<file path="config.mk">
export PLATFORM = sky130hd
export DESIGN_NAME = axi_addr_remap_top
export DESIGN_NICKNAME = d
export VERILOG_FILES = /design/src/verilog/remap_pkg.sv /design/src/verilog/remap_rule_regs.sv /design/src/verilog/addr_translate.sv /design/src/verilog/axi_modify_address.sv /design/src/verilog/axi_addr_remap_top.sv
export VERILOG_INCLUDE_DIRS = /design/src /design/src/verilog
export SDC_FILE = /design/constraint.sdc
export NUM_CORES = 1
export LEC_CHECK = 0
export ABC_CLOCK_PERIOD_IN_PS = 24300
export BUFFER_PORTS_ARGS = -buffer_cell sky130_fd_sc_hd__buf_4
export CAP_MARGIN = 30
export CORE_AREA = 2 2 291 293
export CTS_BUF_LIST = sky130_fd_sc_hd__clkbuf_2
export DETAILED_ROUTE_END_ITERATION = 6
export DIE_AREA = 0 0 293 295
export PLACE_DENSITY = 0.47
export SYNTH_ARGS = -nofsm -noshare
export SYNTH_HDL_FRONTEND = slang
export SYNTH_SLANG_ARGS = --single-unit
</file>
<file path="constraint.sdc">
create_clock -name clk_i -period 24.3 [get_ports clk_i]
set_input_delay 3.645 -clock clk_i [delete_from_list [all_inputs] [get_ports clk_i]]
set_output_delay 3.645 -clock clk_i [all_outputs]
set_load 0.01 [all_outputs]
</file>
<file path="src/verilog/remap_consts.svh">
// width and table size constants for the AXI address remapper
`ifndef REMAP_CONSTS_SVH
`define REMAP_CONSTS_SVH

// address spaces
`define REMAP_SLV_ADDR_W 32 // upstream (slave port) address width
`define REMAP_MST_ADDR_W 40 // downstream (master port) address width

// AXI side fields
`define REMAP_ID_W       4  // transaction id width, same on both ports
`define REMAP_DATA_W     64 // data bus width
`define REMAP_USER_W     2  // user sideband width on every channel

// rule table
`define REMAP_NUM_RULES  4  // entries in the page rule table, index 0 wins

// AXI field widths fixed by the protocol
`define REMAP_LEN_W      8
`define REMAP_SIZE_W     3
`define REMAP_BURST_W    2
`define REMAP_CACHE_W    4
`define REMAP_PROT_W     3
`define REMAP_QOS_W      4
`define REMAP_REGION_W   4
`define REMAP_ATOP_W     6
`define REMAP_RESP_W     2

`endif

</file>
<file path="src/verilog/remap_pkg.sv">
// AXI channel, request/response and remap rule types for the address remapper
`include "remap_consts.svh"

package remap_pkg;

  // basic field types
  typedef logic [`REMAP_SLV_ADDR_W-1:0]   slv_addr_t; // upstream address
  typedef logic [`REMAP_MST_ADDR_W-1:0]   mst_addr_t; // widened downstream address
  typedef logic [`REMAP_ID_W-1:0]         id_t;
  typedef logic [`REMAP_DATA_W-1:0]       data_t;
  typedef logic [`REMAP_DATA_W/8-1:0]     strb_t;     // one strobe per byte
  typedef logic [`REMAP_USER_W-1:0]       user_t;
  typedef logic [$clog2(`REMAP_NUM_RULES)-1:0] rule_idx_t;

  // AW channel, slave side
  typedef struct packed {
    id_t                         id;
    slv_addr_t                   addr;
    logic [`REMAP_LEN_W-1:0]     len;
    logic [`REMAP_SIZE_W-1:0]    size;
    logic [`REMAP_BURST_W-1:0]   burst;
    logic                        lock;
    logic [`REMAP_CACHE_W-1:0]   cache;
    logic [`REMAP_PROT_W-1:0]    prot;
    logic [`REMAP_QOS_W-1:0]     qos;
    logic [`REMAP_REGION_W-1:0]  region;
    logic [`REMAP_ATOP_W-1:0]    atop;  // atomic op, AW only
    user_t                       user;
  } slv_aw_chan_t;

  // AW channel, master side, same fields with the wide address
  typedef struct packed {
    id_t                         id;
    mst_addr_t                   addr;
    logic [`REMAP_LEN_W-1:0]     len;
    logic [`REMAP_SIZE_W-1:0]    size;
    logic [`REMAP_BURST_W-1:0]   burst;
    logic                        lock;
    logic [`REMAP_CACHE_W-1:0]   cache;
    logic [`REMAP_PROT_W-1:0]    prot;
    logic [`REMAP_QOS_W-1:0]     qos;
    logic [`REMAP_REGION_W-1:0]  region;
    logic [`REMAP_ATOP_W-1:0]    atop;
    user_t                       user;
  } mst_aw_chan_t;

  // AR channel, slave side (no atop)
  typedef struct packed {
    id_t                         id;
    slv_addr_t                   addr;
    logic [`REMAP_LEN_W-1:0]     len;
    logic [`REMAP_SIZE_W-1:0]    size;
    logic [`REMAP_BURST_W-1:0]   burst;
    logic                        lock;
    logic [`REMAP_CACHE_W-1:0]   cache;
    logic [`REMAP_PROT_W-1:0]    prot;
    logic [`REMAP_QOS_W-1:0]     qos;
    logic [`REMAP_REGION_W-1:0]  region;
    user_t                       user;
  } slv_ar_chan_t;

  // AR channel, master side
  typedef struct packed {
    id_t                         id;
    mst_addr_t                   addr;
    logic [`REMAP_LEN_W-1:0]     len;
    logic [`REMAP_SIZE_W-1:0]    size;
    logic [`REMAP_BURST_W-1:0]   burst;
    logic                        lock;
    logic [`REMAP_CACHE_W-1:0]   cache;
    logic [`REMAP_PROT_W-1:0]    prot;
    logic [`REMAP_QOS_W-1:0]     qos;
    logic [`REMAP_REGION_W-1:0]  region;
    user_t                       user;
  } mst_ar_chan_t;

  // data and response channels, identical on both ports
  typedef struct packed {
    data_t data;
    strb_t strb;
    logic  last;
    user_t user;
  } w_chan_t;

  typedef struct packed {
    id_t                       id;
    logic [`REMAP_RESP_W-1:0]  resp;
    user_t                     user;
  } b_chan_t;

  typedef struct packed {
    id_t                       id;
    data_t                     data;
    logic [`REMAP_RESP_W-1:0]  resp;
    logic                      last;
    user_t                     user;
  } r_chan_t;

  // request bundles, one per address width
  typedef struct packed {
    slv_aw_chan_t aw;
    logic         aw_valid;
    w_chan_t      w;
    logic         w_valid;
    logic         b_ready;
    slv_ar_chan_t ar;
    logic         ar_valid;
    logic         r_ready;
  } slv_req_t;

  typedef struct packed {
    mst_aw_chan_t aw;
    logic         aw_valid;
    w_chan_t      w;
    logic         w_valid;
    logic         b_ready;
    mst_ar_chan_t ar;
    logic         ar_valid;
    logic         r_ready;
  } mst_req_t;

  // response bundle, shared by both ports
  typedef struct packed {
    logic    aw_ready;
    logic    ar_ready;
    logic    w_ready;
    logic    b_valid;
    b_chan_t b;
    logic    r_valid;
    r_chan_t r;
  } resp_t;

  // one page rule: hit when (addr & mask) == (base & mask)
  typedef struct packed {
    logic      valid;
    slv_addr_t base;
    slv_addr_t mask;   // set bits select the page
    mst_addr_t target; // replaces the masked bits on a hit
  } rule_t;

  // configuration write, single cycle strobe
  typedef struct packed {
    logic      en;
    rule_idx_t idx;
    rule_t     rule;
  } rule_cfg_t;

endpackage

</file>
<file path="src/verilog/remap_rule_regs.sv">
// rule table register file with a single-cycle configuration write port
`timescale 1ns/1ns
`include "remap_consts.svh"

module remap_rule_regs (
  input  logic                  clk_i,
  input  logic                  rst_n_i,  // sync, active low
  input  remap_pkg::rule_cfg_t  cfg_i,    // en strobe + index + full rule
  output remap_pkg::rule_t      rules_o [`REMAP_NUM_RULES]
);

  remap_pkg::rule_t rule_q [`REMAP_NUM_RULES]; // table storage

  // write replaces the whole entry, valid bit included
  // reset only has to knock out the valid bits, base/mask/target are
  // don't-care while an entry is invalid
  always_ff @(posedge clk_i) begin
    if (cfg_i.en) begin
      rule_q[cfg_i.idx] <= cfg_i.rule; // one entry per strobe
    end
    if (!rst_n_i) begin
      for (int unsigned i = 0; i < `REMAP_NUM_RULES; i++) begin
        rule_q[i].valid <= 1'b0;       // wins over a write in the same cycle
      end
    end
  end

  // table straight from the flops, new rule seen the cycle after the edge
  always_comb begin
    for (int unsigned i = 0; i < `REMAP_NUM_RULES; i++) begin
      rules_o[i] = rule_q[i];
    end
  end

endmodule

</file>
<file path="src/verilog/addr_translate.sv">
// priority page rule match and page substitution for one address
`timescale 1ns/1ns
`include "remap_consts.svh"

module addr_translate (
  input  remap_pkg::rule_t     rules_i [`REMAP_NUM_RULES], // shared rule table
  input  remap_pkg::slv_addr_t addr_i,                     // narrow request address
  output remap_pkg::mst_addr_t addr_o                      // widened, maybe remapped
);

  logic [`REMAP_NUM_RULES-1:0] match;                       // per-rule hit
  remap_pkg::mst_addr_t        subst [`REMAP_NUM_RULES];    // per-rule result
  remap_pkg::mst_addr_t        addr_ext;                    // zero-extended input
  remap_pkg::mst_addr_t        mask_ext;                    // scratch, widened mask

  assign addr_ext = remap_pkg::mst_addr_t'(addr_i);

  // all rules compared in parallel
  always_comb begin
    mask_ext = '0;
    for (int unsigned i = 0; i < `REMAP_NUM_RULES; i++) begin
      match[i] = rules_i[i].valid &&
                 ((addr_i & rules_i[i].mask) == (rules_i[i].base & rules_i[i].mask));
      // mask is zero-extended too, so bits above the slave width stay 0
      mask_ext = remap_pkg::mst_addr_t'(rules_i[i].mask);
      subst[i] = (rules_i[i].target & mask_ext) | (addr_ext & ~mask_ext);
    end
  end

  // lowest index wins, walk down so index 0 is applied last
  always_comb begin
    addr_o = addr_ext; // no hit -> identity
    for (int i = `REMAP_NUM_RULES - 1; i >= 0; i--) begin
      if (match[i]) begin
        addr_o = subst[i];
      end
    end
  end

endmodule

</file>
<file path="src/verilog/axi_modify_address.sv">
// AXI request address replacement with pass-through of all other fields
`timescale 1ns/1ns

module axi_modify_address #(
  parameter type slv_addr_t = logic, // upstream address
  parameter type slv_req_t  = logic, // upstream request bundle
  parameter type mst_addr_t = logic, // downstream address
  parameter type mst_req_t  = logic, // downstream request bundle
  parameter type resp_t     = logic  // response, same on both sides
) (
  // upstream side
  input  slv_req_t  slv_req_i,
  output resp_t     slv_resp_o,
  output slv_addr_t slv_aw_addr_o,  // to the AW translator
  output slv_addr_t slv_ar_addr_o,  // to the AR translator
  // downstream side
  output mst_req_t  mst_req_o,
  input  resp_t     mst_resp_i,
  input  mst_addr_t mst_aw_addr_i,  // translated AW address
  input  mst_addr_t mst_ar_addr_i   // translated AR address
);

  // expose the raw addresses for lookup
  assign slv_aw_addr_o = slv_req_i.aw.addr;
  assign slv_ar_addr_o = slv_req_i.ar.addr;

  // rebuild the request field by field, only addr is swapped
  always_comb begin
    // write address
    mst_req_o.aw.id     = slv_req_i.aw.id;
    mst_req_o.aw.addr   = mst_aw_addr_i;
    mst_req_o.aw.len    = slv_req_i.aw.len;
    mst_req_o.aw.size   = slv_req_i.aw.size;
    mst_req_o.aw.burst  = slv_req_i.aw.burst;
    mst_req_o.aw.lock   = slv_req_i.aw.lock;
    mst_req_o.aw.cache  = slv_req_i.aw.cache;
    mst_req_o.aw.prot   = slv_req_i.aw.prot;
    mst_req_o.aw.qos    = slv_req_i.aw.qos;
    mst_req_o.aw.region = slv_req_i.aw.region;
    mst_req_o.aw.atop   = slv_req_i.aw.atop;
    mst_req_o.aw.user   = slv_req_i.aw.user;
    mst_req_o.aw_valid  = slv_req_i.aw_valid;   // handshake untouched
    // write data and response ready
    mst_req_o.w         = slv_req_i.w;          // same type both sides
    mst_req_o.w_valid   = slv_req_i.w_valid;
    mst_req_o.b_ready   = slv_req_i.b_ready;
    // read address
    mst_req_o.ar.id     = slv_req_i.ar.id;
    mst_req_o.ar.addr   = mst_ar_addr_i;
    mst_req_o.ar.len    = slv_req_i.ar.len;
    mst_req_o.ar.size   = slv_req_i.ar.size;
    mst_req_o.ar.burst  = slv_req_i.ar.burst;
    mst_req_o.ar.lock   = slv_req_i.ar.lock;
    mst_req_o.ar.cache  = slv_req_i.ar.cache;
    mst_req_o.ar.prot   = slv_req_i.ar.prot;
    mst_req_o.ar.qos    = slv_req_i.ar.qos;
    mst_req_o.ar.region = slv_req_i.ar.region;
    mst_req_o.ar.user   = slv_req_i.ar.user;
    mst_req_o.ar_valid  = slv_req_i.ar_valid;
    mst_req_o.r_ready   = slv_req_i.r_ready;
  end

  // response path is a plain wire back upstream
  assign slv_resp_o = mst_resp_i;

endmodule

</file>
<file path="src/verilog/axi_addr_remap_top.sv">
// AXI address remapper top: rule table, AW/AR translators and address modifier
`timescale 1ns/1ns
`include "remap_consts.svh"

module axi_addr_remap_top (
  input  logic                  clk_i,
  input  logic                  rst_n_i,     // sync, active low
  input  remap_pkg::rule_cfg_t  cfg_i,       // rule table write port
  // upstream AXI (32-bit address)
  input  remap_pkg::slv_req_t   slv_req_i,
  output remap_pkg::resp_t      slv_resp_o,
  // downstream AXI (40-bit address)
  output remap_pkg::mst_req_t   mst_req_o,
  input  remap_pkg::resp_t      mst_resp_i
);

  remap_pkg::rule_t     rules [`REMAP_NUM_RULES]; // table, read by both lookups
  remap_pkg::slv_addr_t slv_aw_addr;             // raw AW address
  remap_pkg::slv_addr_t slv_ar_addr;             // raw AR address
  remap_pkg::mst_addr_t mst_aw_addr;             // translated AW address
  remap_pkg::mst_addr_t mst_ar_addr;             // translated AR address

  // rule storage
  remap_rule_regs i_rule_regs (
    .clk_i   ( clk_i   ),
    .rst_n_i ( rst_n_i ),
    .cfg_i   ( cfg_i   ),
    .rules_o ( rules   )
  );

  // write address lookup
  addr_translate i_aw_translate (
    .rules_i ( rules       ),
    .addr_i  ( slv_aw_addr ),
    .addr_o  ( mst_aw_addr )
  );

  // read address lookup, runs in parallel with AW
  addr_translate i_ar_translate (
    .rules_i ( rules       ),
    .addr_i  ( slv_ar_addr ),
    .addr_o  ( mst_ar_addr )
  );

  // splices the translated addresses into the outgoing request
  axi_modify_address #(
    .slv_addr_t ( remap_pkg::slv_addr_t ),
    .slv_req_t  ( remap_pkg::slv_req_t  ),
    .mst_addr_t ( remap_pkg::mst_addr_t ),
    .mst_req_t  ( remap_pkg::mst_req_t  ),
    .resp_t     ( remap_pkg::resp_t     )
  ) i_modify_address (
    .slv_req_i     ( slv_req_i   ),
    .slv_resp_o    ( slv_resp_o  ),
    .slv_aw_addr_o ( slv_aw_addr ),
    .slv_ar_addr_o ( slv_ar_addr ),
    .mst_req_o     ( mst_req_o   ),
    .mst_resp_i    ( mst_resp_i  ),
    .mst_aw_addr_i ( mst_aw_addr ),
    .mst_ar_addr_i ( mst_ar_addr )
  );

endmodule

</file>
# --- Yosys cells after proc, flatten, opt, wreduce, memory -nomap -nowiden ---
# Memories as Yosys holds them, arrays and structs flattened.
# Index checks and enable logic that the tools add are counted.
op_classes:
  eq_ne: 8
  n_bitwise: 36
  magnitude_cmp: 0
  n_div: 0
  mul: 0
  n_reduce_logical: 8
  n_mux: 11
  shifts: 0
  addsub: 0
ops:
  columns: ["op", "count"]
  rows:
  - ["32-bit bitwise AND", 12]
  - ["32-bit by 40-bit bitwise AND with 40-bit output", 8]
  - ["40-bit two-way mux", 8]
  - ["40-bit OR", 8]
  - ["32-bit equality test", 8]
  - ["40-bit by 32-bit bitwise AND with 40-bit output", 4]
  - ["32-bit inverter with 40-bit output", 4]
  - ["1-bit logical AND", 8]
  - ["1-bit two-way mux", 3]
word_totals:
  inputBits: 416
  register_bits: 0
  romBits: 0
  ram_bits: 420
  output_inout_bits: 322
  memories: 1
  latch_bits: 0
mem_list:
  columns: ["name", "words", "width", "read_ports", "rd_clocked_by_memory_dff", "wr", "line", "source"]
  rows:
  - ["i_rule_regs.rule_q", 4, 105, 4, 0, 5, "remap_rule_regs.sv:12", "remap_pkg::rule_t rule_q [`REMAP_NUM_RULES];"]

# --- Logic depth before layout (Yosys ltp) ---
# An unclocked memory read counts as a cell.
depth:
  word_depth: 8
  mapped_depth: 12
  ltp_nobuf: 8

# --- By module ---
# From an unflattened synthesis, not the netlist that was laid out.
hier_totals:
  hier_cells: 1958
  area_unflattened_um2: 24300.8
modules_own_cells:
  columns: ["mod", "instances", "cells_each", "seq_area_each_um2", "area_each_um2"]
  rows:
  - ["remap_rule_regs", 1, 434, 12572.1, 12669.7]
  - ["addr_translate", 2, 569, 0.0, 4366.7]
  - ["axi_modify_address", 1, 386, 0.0, 2897.8]

# --- Worst setup path after synthesis ---
# OpenSTA, ideal clock, no wires.
synth_timing:
  path_kind: "input port to flip-flop"
  startpoint: "in cfg_i[106] (netlist name)"
  endpoint: "mem i_rule_regs.rule_q[0][104] (netlist name)"
  slack_ns: 12.826
  setup_ns: 0.087
  required_time_ns: 24.213
  cell_stages: 3
  t_arrival_ns: 11.388
  cell_sequence: "nor3b_1 a21oi_1 nor2b_1"
synth_lines:
  columns: ["element", "line", "source"]
  rows:
  - ["from (decl)", "axi_addr_remap_top.sv:8", "input remap_pkg::rule_cfg_t cfg_i,"]
  - ["to (decl)", "remap_rule_regs.sv:12", null]

==> key figures <==
Setup path
  • Crit end category: output port
  • Arrival time at the worst endpoint: 7.64 ns
  • Critical path type: in -> out
  • Worst R2R Path Depth: 4
  • CP required: 20.65 ns
  • Slowest CP cell: a211oi_1
  • Most used cell, CP: buf_4
  • CP Max Fanout: 26
  • CP cell instances: buf_4, xor2_1, a221o_1, a211oi_1, nand4_1, nor4_4, buf_4, nor2b_2, buf_4, and3_1, a221oi_1, buf_4
  • Setup crit start kind: primary input
  • Buf/Inv on CP: 4
  • Delay of the slowest critical-path stage: 0.54 ns
  • CP top delay family: compound AO/OA/AOI/OAI gates
  • Critical path depth: 12

Synth
  • Synth unique cells: 56
  • Count of flip-flops with a built-in enable after synthesis: 384
  • Synth Flop Type: edfxtp_1
  • Synth warn: 0
  • Register bit total from synthesis: 388
  • Gate Count Post-Synth: 2085
  • Sequential fraction of the synthesis area: 0.4981
  • Syn_area_per_cell: 11.18 um2
  • Ys async rst share: 0
  • Post-synthesis cell area: 0.02331 mm2

Power
  • Seq pwr share: 0.531
  • Switching share of power: 0.3320
  • Maximum VDD drop: 31.70 uV
  • P_leak: 9.697 nW
  • Clock power share: 0.317
  • Part of the power in combinational logic: 0.152
  • Pwr dens: 60.56 mW/mm2
  • P_sw: 0.5089 mW
  • Int Pwr: 1.024 mW

Timing
  • Fmax: 0.08858 GHz
  • Fin Clk Skew: 0 ns
  • Setup violators final: 0
  • Final Hold Fails: 0
  • Final Cycle Share: 0.4646
  • Max-slew violation count: 0
  • Final setup TNS: 0 ns
  • Period minus WS final: 11.29 ns
  • Worst slew pin tran: 1.045 ns
  • Slew headroom: 0.3031
  • Unrepaired setup endpoints after global routing: false

Status
  • Failing checks: design-rule violations
  • Status: finished with violations

Place
  • Dpl hpwl: 120.6 mm
  • IO buf count: 229
  • Placed Cells: 3035
  • RePlAce Congestion: 0.9980

Route
  • Avg Vias per Cell: 5.920
  • Pre-antenna DRT Iters: 7
  • Residual DRC: 3
  • Detailed Route WL: 151.9 mm
  • Routed len/inst: 46.89 um
  • 1st-iter DRT viols: 2385
  • ANT nets after route: 0
  • Via count: 19170

Floorplan
  • DIE HEIGHT: 295 um
  • I/O Pins: 738
  • DIE AREA: 0.08644 mm2
  • Die Width: 293 um
  • Std cell rows: 106
  • Initial core utilization: 0.2803
  • Floorplan core area: 0.08316 mm2

Cells and area
  • Max FFs per register: 388
  • Top Registers: i_rule_regs.rule_q: 388 flops
  • Synth-to-layout area growth: 8.567%
  • Reg with most FFs: i_rule_regs.rule_q
  • Layout Cells excl Fill: 3239
  • Fin nets: 2482
  • Layout cells sized above 1: 0.2204
  • Fillers: 8484

CTS
  • CTS Root Buffer Type: clkbuf_2
  • Postcts setup bufs: 0
  • Clock buffer count from CTS: 107
  • H-Tree Depth: 3
  • Worst-Skew Late Latency: 1.16 ns
  • Post-CTS Resized: 0
  • Buffer depth of the longest clock path: 3
  • Clock sinks: 388
  • Clk slew on worst S/H paths: 0.08 ns
  • TritonCTS clock tree: built
  • # hold bufs at CTS: 0

Run
  • Max cap viols: 0

GRT
  • First-pass GRT wire length: 192.7 mm
  • Aggregate global routing overflow: 0
  • Largest net degree at the start of global routing: 60
  • GRT Overall Usage: 0.3411
  • Number of global-route vias before repair: 18510
  • Initial antenna violation count: 8

Hold path
  • Hold Crit Class: reg -> reg
  • Hold depth: 2
[cell type report]
| cell class | instances | area, um2 | share of cell area |
|---|---|---|---|
| antenna | 8 | 20.02 | 0.0007911 |
| clock buffer | 142 | 710.7 | 0.02808 |
| clock inverter | 52 | 252.7 | 0.009987 |
| inverter | 73 | 274.0 | 0.01083 |
| multi-input combinational | 1228 | 9012 | 0.3561 |
| sequential | 388 | 11610 | 0.4588 |
| tap | 1080 | 1351 | 0.05340 |
| timing repair buffer | 268 | 2074 | 0.08197 |
[cell families (layout without fill, tap and decap cells)]
kind of cell,Yosys count,count (layout),synth area share
other,1,24,0.0001609
XOR/XNOR,156,156,0.05862
buffers and inverters,484,535,0.1214
AND/OR/NAND/NOR,487,487,0.1089
flip-flops,388,388,0.4981
multiplexers,195,195,0.08384
AO/OA/AOI/OAI,374,374,0.1290
[layout by cell type (no fill, tap or decap), types with 7 or more instances in the layout]
cell type  count
edfxtp_1     384
a311oi_1      31
and3_1        35
nand3_1       43
mux2i_1      193
a22o_1         7
nand4_1       20
or4_1          8
o21ai_0       14
clkbuf_2     142
diode_2        8
a221oi_1      67
nand2_1      190
inv_1         72
a22oi_1       48
o211ai_2      17
o41ai_1       31
nand3b_1      74
buf_4        263
a31oi_1       37
nor3_1        68
conb_1        16
o211ai_1      56
clkinv_2      14
nor2b_1       11
a222oi_1       7
xor2_1       154
clkinv_1      32
o22ai_1       27
[per-layer routing]
layer  part of all wire  routed length (um)  up-vias  track usage
met3               0.18               27260      245       0.2415
met4              0.033                5018       12       0.1028
met2               0.47               71150     1628       0.5613
met5             0.0048                 724        -      0.06098
li1                   -                   -     7660            -
met1               0.31               47730     9629       0.3374
[power by group through the flow]
stage	sequential, mW	combinational (mW)	clock, mW
floorplan	0.810	0.153	0
global placement	0.828	0.225	0
detailed placement	0.829	0.227	0
CTS	0.813	0.228	0.495
global route	0.817	0.240	0.528
finish	0.814	0.233	0.485
[worst register-to-register path: cells and delay by family (launching register included)]
family                 cells  cell delay (ns)
DFF                        1             0.46
AOI/OAI and AO/OA          1             0.06
buffers and inverters      1             0.10
and+or+nand+nor            2             0.24
[synthesized netlist by cell type (4+ instances only)]
cell | instances | area [um2]
a21oi_1 | 4 | 20.02
a221oi_1 | 67 | 586.8
a221oi_2 | 4 | 60.06
a222oi_1 | 7 | 70.07
a22o_1 | 7 | 61.31
a22oi_1 | 48 | 360.4
a311oi_1 | 31 | 271.5
a31oi_1 | 37 | 231.5
and3_1 | 37 | 231.5
and3b_1 | 6 | 52.55
buf_2 | 20 | 100.1
buf_4 | 261 | 1959
clkbuf_1 | 126 | 473.0
dfxtp_1 | 4 | 80.08
edfxtp_1 | 384 | 11530
inv_1 | 72 | 270.3
mux2i_1 | 193 | 1932
nand2_1 | 190 | 713.2
nand3_1 | 43 | 215.2
nand3b_1 | 74 | 555.5
nand4_1 | 20 | 125.1
nor2_1 | 10 | 37.54
nor2b_1 | 12 | 75.07
nor3_1 | 68 | 340.3
nor4_1 | 9 | 56.30
o2111ai_1 | 6 | 52.55
o211ai_1 | 56 | 420.4
o211ai_2 | 17 | 212.7
o21ai_0 | 14 | 70.07
o22ai_1 | 27 | 168.9
o41ai_1 | 31 | 271.5
or4_1 | 11 | 82.58
xor2_1 | 154 | 1349
[per-stage QoR]
| stage | area (um2) | power, mW | setup WS (ns) | hold slack (ns) | utilization |
|---|---|---|---|---|---|
| after floorplan | 23370 | 0.9637 | 12.83 | 0.4670 | - |
| after global placement | 24220 | 1.053 | 12.89 | 0.5862 | 0.2913 |
| after detailed placement | 24280 | 1.055 | 12.87 | 0.5917 | 0.2919 |
| after CTS | 25240 | 1.536 | 12.87 | 0.6052 | 0.3035 |
| after global routing | 25300 | 1.585 | 12.89 | 0.6360 | 0.3043 |
| final | 25310 | 1.533 | 13.01 | 0.6037 | 0.3043 |
[path summary, 6_finish.rpt]
check	start	to	slack, ns
max	slv_req_i[51]	mst_req_o[35]	13.01
min	i_rule_regs.rule_q[3][104]	i_rule_regs.rule_q[3][104]	0.60
max reg2reg	i_rule_regs.rule_q[0][104]	i_rule_regs.rule_q[0][104]	23.38
min reg2reg	i_rule_regs.rule_q[3][104]	i_rule_regs.rule_q[3][104]	0.60
(Power assumes the default switching activity.)
